`src/ovl_ctrl_pkg.sv`:
```
// ==============================
// Control enums for the overlay loader and compositor
// Loader FSM states and the beam colour source option
// ==============================

package ovl_ctrl_pkg;

	// Loader FSM
	// Idle while no download runs
	// low_byte waits for green/red, high_byte waits for alpha/blue
	typedef enum logic [1:0] {
		load_idle      = 2'd0,
		load_low_byte  = 2'd1,
		load_high_byte = 2'd2
	} load_state_e;

	// Where the beam takes its colour from when it hits the overlay
	typedef enum logic {
		color_overlay = 1'b0,
		color_white   = 1'b1
	} beam_color_e;

endpackage

```
`src/ovl_types_pkg.sv`:
```
// ==============================
// Pixel and colour types for the overlay datapath
// Shared by loader, store, compositor and the testbench model
// ==============================

package ovl_types_pkg;

	// ==============================
	// Overlay pixel
	// ==============================

	// One stored overlay pixel, 4 bits per channel
	// Field order follows the download file, alpha in the top nibble
	typedef struct packed {
		logic [3:0] alpha;
		logic [3:0] blue;
		logic [3:0] green;
		logic [3:0] red;
	} ovl_pixel_t;

	// ==============================
	// Beam and output colour
	// ==============================

	// Full 8-bit colour as used by the vector beam and the video output
	typedef struct packed {
		logic [7:0] red;
		logic [7:0] green;
		logic [7:0] blue;
	} rgb8_t;

	// Beam red level above which the beam gets tinted towards white
	// Compared with a strict greater-than
	localparam logic [7:0] TINT_THRESHOLD = 8'd108;

endpackage

```
`src/ovl_mem_if.sv`:
```
// ==============================
// Overlay memory bundle between loader, store and compositor
// Write side from the loader, read side from the compositor
// ==============================

`timescale 1ns/1ps

interface ovl_mem_if
	import ovl_types_pkg::*;
#(
	parameter int ADDR_W = 6
) ();

	// Write port, one pixel per cycle with wr_en high
	logic              wr_en;
	logic [ADDR_W-1:0] wr_addr;
	ovl_pixel_t        wr_data;
	// Single-cycle pulse at the end of a good download
	logic              load_done;

	// Read port, data one cycle after the address
	logic [ADDR_W-1:0] rd_addr;
	ovl_pixel_t        rd_data;
	// Overlay contents usable
	logic              has_overlay;

	modport loader (
		output wr_en, wr_addr, wr_data, load_done
	);

	modport scan (
		output rd_addr,
		input  rd_data, has_overlay
	);

	modport store (
		input  wr_en, wr_addr, wr_data, load_done, rd_addr,
		output rd_data, has_overlay
	);

endinterface

```
`src/overlay_compositor.sv`:
```
// ==============================
// Overlay compositor
// Scans the stored overlay in step with the display and mixes it
// with the vector beam colour, output two cycles after the inputs
// ==============================

`timescale 1ns/1ps

module overlay_compositor
	import ovl_types_pkg::*;
	import ovl_ctrl_pkg::*;
#(
	parameter int DEPTH = 48
) (
	input  logic        clk_sys,
	input  logic        rst,
	input  logic        dl_active,
	input  logic        hblank,
	input  logic        vblank,
	input  rgb8_t       vec_color,
	input  logic        opt_alpha,
	input  beam_color_e beam_color,
	input  logic        opt_tint,
	ovl_mem_if.scan     mem,
	output rgb8_t       out_color,
	output logic        out_hblank,
	output logic        out_vblank
);

	localparam int ADDR_W = (DEPTH > 1) ? $clog2(DEPTH) : 1;
	localparam logic [ADDR_W-1:0] LAST_ADDR = ADDR_W'(DEPTH - 1);

	// Stage 1, waiting for the store read
	rgb8_t       s1_color;
	logic        s1_alpha;
	beam_color_e s1_beam;
	logic        s1_tint;
	logic        s1_dl_active;
	logic        s1_hblank;
	logic        s1_vblank;

	// Stage 2 mix
	ovl_pixel_t ovl;
	rgb8_t      base;
	rgb8_t      mix;
	logic       beam_on;
	logic       ovl_lit;

	// Nibble to 8 bits by repetition
	function automatic logic [7:0] widen(input logic [3:0] n);
		return {n, n};
	endfunction

	// Move about three quarters of the way towards white
	function automatic logic [7:0] tint_up(input logic [7:0] c);
		logic [7:0] gap;
		gap = 8'd255 - c;
		return c + (gap >> 1) + (gap >> 2);
	endfunction

	// Darken the widened nibble by alpha over 15
	function automatic logic [7:0] alpha_scale(input logic [3:0] n, input logic [3:0] a);
		logic [11:0] prod;
		prod = widen(n) * a;
		return 8'(prod / 12'd15);
	endfunction

	// ==============================
	// Scan address
	// ==============================

	always_ff @(posedge clk_sys) begin
		if (rst) begin
			mem.rd_addr <= '0;
		end else if (vblank && !s1_vblank) begin
			// New frame starts at the top of the overlay
			mem.rd_addr <= '0;
		end else if (!hblank && !vblank) begin
			mem.rd_addr <= (mem.rd_addr == LAST_ADDR) ? '0 : mem.rd_addr + 1'b1;
		end
	end

	// ==============================
	// Stage 1 delay
	// ==============================

	always_ff @(posedge clk_sys) begin
		if (rst) begin
			s1_dl_active <= 1'b0;
			s1_hblank    <= 1'b1;
			s1_vblank    <= 1'b1;
		end else begin
			s1_dl_active <= dl_active;
			s1_hblank    <= hblank;
			s1_vblank    <= vblank;
		end
	end

	// Beam colour and options travel with their pixel
	always_ff @(posedge clk_sys) begin
		s1_color <= vec_color;
		s1_alpha <= opt_alpha;
		s1_beam  <= beam_color;
		s1_tint  <= opt_tint;
	end

	// ==============================
	// Blend
	// ==============================

	always_comb begin
		// Overlay is dark while loading or before any good download
		ovl     = (s1_dl_active || !mem.has_overlay) ? '0 : mem.rd_data;
		beam_on = |{s1_color.red, s1_color.green, s1_color.blue};
		ovl_lit = |{ovl.red, ovl.green, ovl.blue};

		// Beam colour, either the overlay tint or the vector itself
		if (s1_beam == color_overlay && ovl_lit) begin
			base.red   = widen(ovl.red);
			base.green = widen(ovl.green);
			base.blue  = widen(ovl.blue);
		end else begin
			base = s1_color;
		end

		if (beam_on) begin
			// Bright beam pixels bleed towards white
			if (s1_tint && s1_color.red > TINT_THRESHOLD) begin
				mix.red   = tint_up(base.red);
				mix.green = tint_up(base.green);
				mix.blue  = tint_up(base.blue);
			end else begin
				mix = base;
			end
		end else if (s1_alpha) begin
			// Background only, seen through the overlay alpha
			mix.red   = alpha_scale(ovl.red, ovl.alpha);
			mix.green = alpha_scale(ovl.green, ovl.alpha);
			mix.blue  = alpha_scale(ovl.blue, ovl.alpha);
		end else begin
			mix.red   = widen(ovl.red);
			mix.green = widen(ovl.green);
			mix.blue  = widen(ovl.blue);
		end
	end

	// Output register, second pipeline stage
	always_ff @(posedge clk_sys) begin
		if (rst) begin
			out_color  <= '0;
			out_hblank <= 1'b1;
			out_vblank <= 1'b1;
		end else begin
			out_color  <= mix;
			out_hblank <= s1_hblank;
			out_vblank <= s1_vblank;
		end
	end

endmodule

```
`src/overlay_loader.sv`:
```
// ==============================
// Overlay download loader
// Pairs host bytes into pixels and writes them rotated by 90 degrees
// Address of file pixel (row, col) is (OV_WIDTH-1-col)*OV_HEIGHT + row
// ==============================

`timescale 1ns/1ps

module overlay_loader
	import ovl_types_pkg::*;
	import ovl_ctrl_pkg::*;
#(
	parameter int OV_WIDTH  = 8,
	parameter int OV_HEIGHT = 6
) (
	input  logic       clk_sys,
	input  logic       rst,
	input  logic       dl_active,
	input  logic       dl_wr,
	input  logic [7:0] dl_byte,
	ovl_mem_if.loader  mem
);

	localparam int DEPTH  = OV_WIDTH * OV_HEIGHT;
	localparam int ADDR_W = (DEPTH > 1) ? $clog2(DEPTH) : 1;
	localparam int ROW_W  = (OV_HEIGHT > 1) ? $clog2(OV_HEIGHT) : 1;
	localparam int COL_W  = (OV_WIDTH > 1) ? $clog2(OV_WIDTH) : 1;

	// First file column lands in the last stored column
	localparam logic [ADDR_W-1:0] FIRST_ADDR = ADDR_W'((OV_WIDTH - 1) * OV_HEIGHT);
	// One file column to the right is one stored column down
	localparam logic [ADDR_W-1:0] COL_STEP   = ADDR_W'(OV_HEIGHT);
	localparam logic [ROW_W-1:0]  LAST_ROW   = ROW_W'(OV_HEIGHT - 1);
	localparam logic [COL_W-1:0]  LAST_COL   = COL_W'(OV_WIDTH - 1);

	load_state_e       state;
	logic [7:0]        low_q;
	logic              dl_active_q;
	logic              got_pixel;
	logic              full;
	logic [ROW_W-1:0]  row;
	logic [COL_W-1:0]  cols_left;
	logic [ADDR_W-1:0] pix_addr;
	ovl_pixel_t        pixel_d;
	logic              take_pixel;

	// Second byte carries alpha and blue, first byte green and red
	assign pixel_d = '{
		alpha: dl_byte[7:4],
		blue:  dl_byte[3:0],
		green: low_q[7:4],
		red:   low_q[3:0]
	};

	// A complete pixel that still fits in the picture
	assign take_pixel = dl_active && dl_wr && (state == load_high_byte) && !full;

	// ==============================
	// FSM and address stepping
	// ==============================

	always_ff @(posedge clk_sys) begin
		if (rst) begin
			state         <= load_idle;
			dl_active_q   <= 1'b0;
			got_pixel     <= 1'b0;
			full          <= 1'b0;
			row           <= '0;
			cols_left     <= LAST_COL;
			pix_addr      <= FIRST_ADDR;
			mem.wr_en     <= 1'b0;
			mem.load_done <= 1'b0;
		end else begin
			dl_active_q <= dl_active;
			mem.wr_en   <= take_pixel;
			// Falling dl_active ends the download, but only a real picture counts
			mem.load_done <= dl_active_q && !dl_active && got_pixel;

			if (!dl_active) begin
				// Rearm for the next download
				state     <= load_idle;
				got_pixel <= 1'b0;
				full      <= 1'b0;
				row       <= '0;
				cols_left <= LAST_COL;
				pix_addr  <= FIRST_ADDR;
			end else begin
				case (state)
					load_high_byte: begin
						if (dl_wr) begin
							state <= load_low_byte;
						end
					end
					default: begin
						state <= dl_wr ? load_high_byte : load_low_byte;
					end
				endcase

				if (take_pixel) begin
					got_pixel <= 1'b1;
					if (cols_left == '0) begin
						// End of a file row, restart at the last stored column
						cols_left <= LAST_COL;
						row       <= row + 1'b1;
						pix_addr  <= FIRST_ADDR + ADDR_W'(row) + ADDR_W'(1);
						if (row == LAST_ROW) begin
							// Picture complete, the rest of the stream is dropped
							full <= 1'b1;
						end
					end else begin
						cols_left <= cols_left - 1'b1;
						pix_addr  <= pix_addr - COL_STEP;
					end
				end
			end
		end
	end

	// ==============================
	// Byte and pixel capture
	// ==============================

	always_ff @(posedge clk_sys) begin
		// Hold the first byte of a pair
		if (dl_wr && state != load_high_byte) begin
			low_q <= dl_byte;
		end
		if (take_pixel) begin
			mem.wr_addr <= pix_addr;
			mem.wr_data <= pixel_d;
		end
	end

endmodule

```
`src/overlay_store.sv`:
```
// ==============================
// On-chip overlay buffer
// Registered read, single write port, plus the overlay-valid flag
// ==============================

`timescale 1ns/1ps

module overlay_store
	import ovl_types_pkg::*;
#(
	parameter int DEPTH = 48
) (
	input  logic      clk_sys,
	input  logic      rst,
	input  logic      dl_active,
	ovl_mem_if.store  mem
);

	// Rotated overlay picture
	ovl_pixel_t mem_q [DEPTH];

	logic dl_active_q;

	// Write from the loader, read for the compositor
	always_ff @(posedge clk_sys) begin
		if (mem.wr_en) begin
			mem_q[mem.wr_addr] <= mem.wr_data;
		end
		mem.rd_data <= mem_q[mem.rd_addr];
	end

	// ==============================
	// Overlay valid flag
	// ==============================

	always_ff @(posedge clk_sys) begin
		if (rst) begin
			dl_active_q     <= 1'b0;
			mem.has_overlay <= 1'b0;
		end else begin
			dl_active_q <= dl_active;
			// A new download invalidates the old picture at once
			if (dl_active && !dl_active_q) begin
				mem.has_overlay <= 1'b0;
			end else if (mem.load_done) begin
				mem.has_overlay <= 1'b1;
			end
		end
	end

endmodule

```
`src/vector_overlay_top.sv`:
```
// ==============================
// Vector overlay compositor top level
// Download port in, beam colour in, composed video out
// ==============================

`timescale 1ns/1ps

module vector_overlay_top
	import ovl_types_pkg::*;
	import ovl_ctrl_pkg::*;
#(
	parameter int OV_WIDTH  = 8,
	parameter int OV_HEIGHT = 6
) (
	input  logic       clk_sys,
	input  logic       rst,
	input  logic       dl_active,
	input  logic       dl_wr,
	input  logic [7:0] dl_byte,
	input  logic       hblank,
	input  logic       vblank,
	input  logic [7:0] vec_r,
	input  logic [7:0] vec_g,
	input  logic [7:0] vec_b,
	input  logic       opt_alpha,
	input  logic       opt_color_white,
	input  logic       opt_tint,
	output logic [7:0] out_r,
	output logic [7:0] out_g,
	output logic [7:0] out_b,
	output logic       out_hblank,
	output logic       out_vblank
);

	localparam int DEPTH  = OV_WIDTH * OV_HEIGHT;
	localparam int ADDR_W = (DEPTH > 1) ? $clog2(DEPTH) : 1;

	rgb8_t       vec_color;
	rgb8_t       out_color;
	beam_color_e beam_color;

	// Plain ports to typed signals
	assign vec_color  = '{red: vec_r, green: vec_g, blue: vec_b};
	assign beam_color = opt_color_white ? color_white : color_overlay;
	assign out_r      = out_color.red;
	assign out_g      = out_color.green;
	assign out_b      = out_color.blue;

	ovl_mem_if #(.ADDR_W(ADDR_W)) mem_bus ();

	overlay_loader #(
		.OV_WIDTH  (OV_WIDTH),
		.OV_HEIGHT (OV_HEIGHT)
	) overlay_loader_i (
		.clk_sys   (clk_sys),
		.rst       (rst),
		.dl_active (dl_active),
		.dl_wr     (dl_wr),
		.dl_byte   (dl_byte),
		.mem       (mem_bus.loader)
	);

	overlay_store #(
		.DEPTH (DEPTH)
	) overlay_store_i (
		.clk_sys   (clk_sys),
		.rst       (rst),
		.dl_active (dl_active),
		.mem       (mem_bus.store)
	);

	overlay_compositor #(
		.DEPTH (DEPTH)
	) overlay_compositor_i (
		.clk_sys    (clk_sys),
		.rst        (rst),
		.dl_active  (dl_active),
		.hblank     (hblank),
		.vblank     (vblank),
		.vec_color  (vec_color),
		.opt_alpha  (opt_alpha),
		.beam_color (beam_color),
		.opt_tint   (opt_tint),
		.mem        (mem_bus.scan),
		.out_color  (out_color),
		.out_hblank (out_hblank),
		.out_vblank (out_vblank)
	);

endmodule
```
`config.mk`:
```
export PLATFORM = sky130hd
export DESIGN_NAME = vector_overlay_top
export DESIGN_NICKNAME = d
export VERILOG_FILES = /design/src/ovl_ctrl_pkg.sv /design/src/ovl_types_pkg.sv /design/src/ovl_mem_if.sv /design/src/overlay_compositor.sv /design/src/overlay_loader.sv /design/src/overlay_store.sv /design/src/vector_overlay_top.sv
export SDC_FILE = /design/constraint.sdc
export NUM_CORES = 1
export LEC_CHECK = 0
export ABC_AREA = 1
export BUFFER_PORTS_ARGS = -buffer_cell sky130_fd_sc_hd__buf_2
export CORE_AREA = 2 2 330 332
export DETAILED_ROUTE_END_ITERATION = 12
export DIE_AREA = 0 0 332 334
export GPL_TIMING_DRIVEN = 0
export PLACE_DENSITY = 0.63
export SYNTH_ARGS = -nofsm -noshare
export SYNTH_HDL_FRONTEND = slang
export SYNTH_HIERARCHICAL = 1
export SYNTH_SLANG_ARGS = --single-unit
```
`constraint.sdc`:
```
create_clock -name clk_sys -period 9 [get_ports clk_sys]
set_input_delay 0.45 -clock clk_sys [delete_from_list [all_inputs] [get_ports clk_sys]]
set_output_delay 0.45 -clock clk_sys [all_outputs]
set_load 0.01 [all_outputs]
```
==> reports/results.tsv, run 1 <==
stage	metric	value	unit
synthesis	register area share after synthesis	60.99	%
drt	routed vias/inst	5.355	
synthesis	Synth Area in XOR/XNOR	1.027	%
worst_setup_path	CP top delay family	simple AND/OR/NAND/NOR gates	
synthesis	EDFF count, synth	798	
die	die area	110900	um2
worst_setup_path	Crit. End Element	flip-flop	
timing	Final period util	91.13	%
timing	Final Hold Fails	0	
power_and_ir_drop	Sw Ratio	22.99	%
synthesis	simple-gate area share of the yosys netlist	22.52	%
global_routing	initial antenna violation count	3	
timing	clk_skew	0.03505	ns
power_and_ir_drop	Reg power frac	50.6	%
global_routing	GRT overflow	0	
min_path	hold path depth	2	
worst_setup_path	cells on worst reg2reg path	54	
clocking	CTS tree	done	
final_layout	NumNets Final	4591	
worst_setup_path	crit start category	flip-flop	
die	Die Ht	334	um
global_routing	Overall Global Routing Usage	22.33	%
worst_setup_path	Critical Path RT	9.52	ns
worst_setup_path	Crit path top cell by count	nand2_2	
clocking	clock-pin slew on the worst setup and hold paths	0.07	ns
drt	DR DRC count	0	
synthesis	Cells after Synth	4163	
synthesis	post-synth cell types	58	
final_layout	P&R area growth vs syn	16.24	%
placement	placed inst area	46080	um2
drt	total number of vias	31640	
synthesis	adder-cell area share of the yosys netlist	4.600	%
timing	Max Freq	121.9	MHz
clocking	CTS Root Buffer Type	clkbuf_16	
global_routing	vias in the first global route	29930	
synthesis	register bit total from synthesis	897	
drt	final wirelength	125600	um
clocking	CTS Sinks	897	
timing	Fin Setup TNS	0	ns
clocking	H-tree depth	3	
global_routing	largest net degree at the start of global routing	32	
synthesis	ys flop type	edfxtp_1	
worst_setup_path	kind of critical path	flip-flop to flip-flop	
placement	HPWL Detailed	91640	um
worst_setup_path	worst-path fanout max	10	
placement	global placement routability congestion	1.006	
drt	Pre-antenna DRT Iters	5	
power_and_ir_drop	Worst VDD drop	0.1656	mV
worst_setup_path	CP Buf/Inv Count	7	
die	starting density of the core	39.46	%
timing	Worst Max-Slew Pin Slew	1.054	ns
power_and_ir_drop	Sw Pwr	2.058	mW
timing	final setup fails	0	
power_and_ir_drop	Clk network pwr share	42.6	%
timing	relative slew slack	29.75	%
synthesis	net count after synthesis	4334	
die	Rows	121	
clocking	Clock Latency Late Sink	0.70	ns
synthesis	asr flop ratio synth	0	%
drt	initial DRC count	3533	
status	status	finished clean	
synthesis	Syn. warnings	6	
worst_setup_path	slowest CP cell	fa_1	
clocking	TritonCTS Buffers	93	
flow_run	# Max-Cap Violations	0	
die	Die X	332	um
timing	RSZ-0062 raised after global routing	no	
power_and_ir_drop	combinational share of power	6.8	%
worst_setup_path	flop-to-flop setup slack	0.80	ns
final_layout	share of layout cells above drive strength 1	12.42	%
worst_setup_path	worst stage delay on the critical path	0.64	ns
power_and_ir_drop	PwrDens	181.0	nW/um2
worst_setup_path	Worst EP arrival	8.72	ns
drt	Avg WL per Cell	21.25	um
clocking	clk buf depth	3	
timing	worst setup margin	0.7982	ns
final_layout	layout filler cell count	9920	
min_path	worst min path class	input pin to flip-flop	
placement	pre-CTS setup slack	0.7701	ns
synthesis	multiplexer share of the synthesized area	0	%
power_and_ir_drop	leakage	19.30	nW
timing	final-report max-slew violation count	0	
die	core area	107800	um2
power_and_ir_drop	Int Pwr	6.893	mW
synthesis	Compound-Gate Fraction of Synth Area	5.618	%
synthesis	Mapped Area	42540	um2
final_layout	Final Cell Area	49450	um2
global_routing	first-pass GRT wire length	185600	um
synthesis	syn_area_per_cell	10.22	um2
placement	I/O Buffers	66	
drt	ANT nets after route	0	
timing	minimum clock period	8.202	ns
die	I/O Pins	67	
clocking	setup bufs post-CTS	0	
worst_setup_path	stages on the worst setup path	54	
synthesis	main combinational cell family by area after synthesis	simple AND/OR/NAND/NOR gates	
## kinds of logic (layout without fill, tap and decap cells)
family	count (synthesis)	count (layout)
buffers and inverters	509	839
other	0	2
flip-flops	897	897
AND/OR/NAND/NOR	2176	2176
adder cells (fa/ha/maj)	130	130
XOR/XNOR	49	49
AO/OA/AOI/OAI	402	402
## layout make-up
class | instances | area [um2] | area share [%]
Clock buffer | 124 | 2539 | 5.134
Antenna cell | 2 | 5.005 | 0.01012
Inverter | 325 | 1222 | 2.472
Tap cell | 1414 | 1769 | 3.578
Multi-Input combinational cell | 2757 | 14480 | 29.29
Timing Repair Buffer | 162 | 2007 | 4.059
Sequential cell | 897 | 25940 | 52.47
Clock inverter | 44 | 470.5 | 0.9514
Buffer | 184 | 1008 | 2.039
## metrics by stage
step	util [%]	std cells	hold WS (ns)	total power, mW
6_report	45.87	5909	0.07391	8.950
5_1_grt	45.87	5907	0.06731	9.215
4_1_cts	45.86	5907	0.02731	8.986
3_5_place_dp	42.75	5704	0.4054	5.199
3_3_place_gp	41.41	5643	0.4008	5.183
2_1_floorplan	-	4163	0.3895	4.963
## layer usage
metal / global-route usage (%) / up-vias / part of all wire (%)
li1: - / 14720 / -
met1: 30.52 / 15290 / 42
met2: 35.63 / 1409 / 45
met3: 3.763 / 225 / 8.9
met4: 8.598 / 0 / 3.9
met5: 0 / - / 0
## state kept, by name, indices dropped and copies added, names as in the netlist, 2 cells and up
signal                            count
overlay_loader_i/row                  3
overlay_loader_i/mem.wr_data         16
overlay_compositor_i/mem.rd_addr      6
overlay_loader_i/mem.wr_addr          6
overlay_loader_i/pix_addr             6
overlay_loader_i/low_q                8
overlay_store_i/mem_q               768
overlay_compositor_i/out_color       24
overlay_loader_i/state                2
overlay_compositor_i/s1_color        24
overlay_store_i/mem.rd_data          16
overlay_loader_i/cols_left            3
## final timing paths
kind,startpoint,endpoint
setup / recovery,overlay_store_i/mem.has_overlay,overlay_compositor_i/out_color[9]
hold / removal,dl_active,overlay_loader_i/mem.load_done
setup reg to reg,overlay_store_i/mem.has_overlay,overlay_compositor_i/out_color[9]
hold reg to reg,overlay_loader_i/low_q[4],overlay_loader_i/mem.wr_data[4]
## placed cells by master, fill, tap and decap left out, types with 31 or more instances in the layout
cell and n:
ha_1 86, buf_16 34, clkbuf_16 97, clkbuf_1 99, buf_6 31, nand2_2 65
nor2_2 64, fa_1 44, o21ai_1 32, buf_2 115, o21ai_0 169, nand2_1 1069
o211ai_1 72, a21oi_1 68, dfxtp_1 99, nand3_1 549, dlygate4sd3_1 35, nor2_1 318
inv_1 304, edfxtp_1 798, xor2_1 35
## synthesized netlist by cell type, types with 21 or more instances
cell | n | area [um2]
ha_1 | 86 | 1076
dfxtp_1 | 99 | 1982
buf_2 | 49 | 245.2
nand2_1 | 1069 | 4013
nand4_1 | 21 | 131.4
inv_1 | 304 | 1141
fa_1 | 44 | 880.8
edfxtp_1 | 798 | 23960
buf_6 | 27 | 304.0
nor2_1 | 365 | 1370
o21ai_1 | 32 | 160.2
xor2_1 | 35 | 306.5
o211ai_1 | 72 | 540.5
o21ai_0 | 169 | 845.8
buf_1 | 22 | 82.58
nand3_1 | 549 | 2748
clkbuf_1 | 74 | 277.8
nand2_2 | 65 | 406.6
a21oi_1 | 68 | 340.3
## what timing repair did
action	in CTS	in global routing
setup endpoints to repair	0	3
hold buffers	35	0
resized for setup	0	2
endpoints found under the hold margin	43	0
## power groups by stage
stage               Sequential (mW)  Clock [mW]  Combinational [mW]
CTS                            4.53        3.86               0.597
global placement               4.63           0               0.556
detailed placement             4.62           0               0.582
finish                         4.53        3.82               0.606
floorplan                      4.62           0               0.345
global route                   4.53        4.03               0.658
Power figures use the tool's default switching activity.
==> inputs of run 2 (changes only) <==
GPL_TIMING_DRIVEN = default   (was 0)
==> reports/results.tsv, run 2 (synthesis gave the netlist of run 1 again) <==
stage	metric	value	unit	change
final_layout	Top reg by flops	overlay_store_i/mem_q		
worst_setup_path	kind of critical path	flip-flop to flip-flop		
drt	ANT nets after route	0		unchanged
worst_setup_path	crit start category	flip-flop		
placement	HPWL Detailed	66020	um	-28%
final_layout	# diodes	0		-2
timing	final setup fails	0		unchanged
timing	minimum clock period	7.625	ns	-0.5770 ns
drt	initial DRC count	3246		-8.1%
timing	worst hold slack	0.07611	ns	+0.002205 ns
timing	worst setup margin	1.375	ns	+0.5770 ns
die	starting density of the core	39.46	%	unchanged
worst_setup_path	Crit path top cell by count	nand2_2		
drt	routed vias/inst	5.229		-2.4%
die	die area	110900	um2	unchanged
power_and_ir_drop	leakage	18.61	nW	-3.5%
final_layout	most frequent cells in the layout	nand2_1, edfxtp_1, nand3_1		
placement	global placement routability congestion	0.8923		-11%
clocking	clock-pin slew on the worst setup and hold paths	0.06	ns	about the same
timing	Final period util	84.72	%	-6.4 points
min_path	Worst Hold End	overlay_compositor_i/s1_vblank		
final_layout	commonest non-fill, non-tap cell in the layout	nand2_1		
global_routing	GRT overflow	0		unchanged
placement	placed inst area	44300	um2	-3.9%
clocking	clk buf depth	3		unchanged
clocking	PostCTS Resize Cnt	0		unchanged
drt	DR DRC count	0		unchanged
worst_setup_path	worst stage delay on the critical path	0.65	ns	about the same
clocking	TritonCTS Buffers	93		unchanged
status	status	finished clean		
placement	placed insts	5544		-2.8%
drt	final wirelength	108900	um	-13%
drt	total number of vias	30060		-5.0%
min_path	worst min path class	input pin to flip-flop		
worst_setup_path	Critical Path RT	9.54	ns	+0.02 ns
final_layout	Post-Layout Cell Count	5749		-2.7%
power_and_ir_drop	total chip power	8.816	mW	-1.5%
drt	Avg WL per Cell	18.94	um	-11%
worst_setup_path	FF-to-FF End	overlay_compositor_i/out_color[8]		
die	Die X	332	um	unchanged
final_layout	share of layout cells above drive strength 1	10.33	%	-2.1 points
final_layout	P&R area growth vs syn	11.99	%	
worst_setup_path	slowest CP cell	fa_1		
final_layout	max reg flops	768		unchanged
die	I/O Pins	67		unchanged
clocking	CTS Sinks	897		unchanged
timing	Worst Max-Slew Pin Slew	1.113	ns	+0.05908 ns
clocking	hold_buf cts	35		unchanged
global_routing	Overall Global Routing Usage	19.27	%	-3.1 points
min_path	hold_sp	vblank		
die	core area	107800	um2	unchanged
worst_setup_path	flop-to-flop setup slack	1.38	ns	+0.58 ns
final_layout	NumNets Final	4431		-3.5%
drt	Pre-antenna DRT Iters	8		+3
global_routing	largest net degree at the start of global routing	163		+410%
clocking	H-tree depth	3		unchanged
timing	RSZ-0062 raised after global routing	no		
timing	relative slew slack	25.81	%	-3.9 points
timing	Fin Setup TNS	0	ns	unchanged
final_layout	Finished Core Util	44.20	%	-1.7 points
power_and_ir_drop	Worst VDD drop	0.1563	mV	-5.6%
die	Die Ht	334	um	unchanged
timing	Final Hold Fails	0		unchanged
final_layout	Final Cell Area	47640	um2	-3.7%
worst_setup_path	cells on worst reg2reg path	57		+5.6%
worst_setup_path	Worst EP arrival	8.16	ns	-0.56 ns
clocking	setup bufs post-CTS	0		unchanged
clocking	Clock Latency Late Sink	0.67	ns	-0.03 ns
final_layout	layout filler cell count	9992		+0.73%
worst_setup_path	Crit. End Element	flip-flop		
timing	clk_skew	0.04974	ns	+0.01469 ns
flow_run	# Max-Cap Violations	0		unchanged
timing	final-report max-slew violation count	0		unchanged
placement	pre-CTS setup slack	1.407	ns	+0.6373 ns
clocking	CTS tree	done		
power_and_ir_drop	PwrDens	185.1	nW/um2	+2.2%
min_path	hold path depth	3		+1
placement	I/O Buffers	66		unchanged
worst_setup_path	FF-to-FF Start	overlay_store_i/mem.has_overlay		
final_layout	Regs by FF count	overlay_store_i/mem_q (768), overlay_compositor_i/out_color (24), overlay_compositor_i/s1_color (24)		
global_routing	initial antenna violation count	0		-3
global_routing	first-pass GRT wire length	167100	um	-10%
die	Rows	121		unchanged
global_routing	vias in the first global route	28560		-4.5%
worst_setup_path	CP top delay family	simple AND/OR/NAND/NOR gates		
worst_setup_path	worst-path fanout max	13		+3
clocking	CTS Root Buffer Type	clkbuf_16		
worst_setup_path	CP Buf/Inv Count	5		-2
timing	Max Freq	131.2	MHz	+7.6%
run 2: changes by cell type in the layout (fill, tap and decap cells not counted), moves of 24 or more:
| cell | delta |
|---|---|
| nor2_1 | +47 |
| buf_16 | -34 |
| buf_4 | +74 |
| buf_8 | -24 |
| clkbuf_1 | -72 |
| buf_6 | -31 |
| nor2_2 | -47 |
| buf_2 | -49 |
run 2: how the worst max path moves through the flow:
stage | from | endpoint | cells after the start
after floorplan | overlay_store_i/mem.has_overlay | overlay_compositor_i/out_color[8] | 59
after global placement | overlay_store_i/mem.has_overlay | overlay_compositor_i/out_color[8] | 53
after detailed placement | overlay_store_i/mem.has_overlay | overlay_compositor_i/out_color[8] | 57
after CTS | overlay_store_i/mem.has_overlay | overlay_compositor_i/out_color[8] | 57
after global routing | overlay_store_i/mem.has_overlay | overlay_compositor_i/out_color[0] | 53
final | overlay_store_i/mem.has_overlay | overlay_compositor_i/out_color[8] | 57
run 2: layer usage:
metal  routed length [um]  track usage [%]
met3                 8059            2.946
met1                47200            26.55
met2                50750            31.44
met5                    0                0
met4                 2904            5.909
run 2: worst min-delay path, stage by stage:
cell	delay [ns]
buf_2	0.12
inv_1	0.06
nand2_1	0.05
run 2: area by class of cell:
| cell class | instances | area [um2] | share of cell area (%) |
|---|---|---|---|
| timing repair buffer | 186 | 1319 | 2.768 |
| tap | 1414 | 1769 | 3.714 |
| inverter | 325 | 1236 | 2.595 |
| clock inverter | 46 | 505.5 | 1.061 |
| clock buffer | 124 | 2489 | 5.224 |
| multi-input combinational | 2757 | 14370 | 30.15 |
| sequential | 897 | 25960 | 54.49 |
run 2: where the power goes:
part           internal (mW)  switching (mW)  leakage (nW)
logic                  0.160           0.341          9.17
clock network           2.18            1.61          1.45
registers               4.51          0.0210          8.00
total                   6.85            1.97          18.6
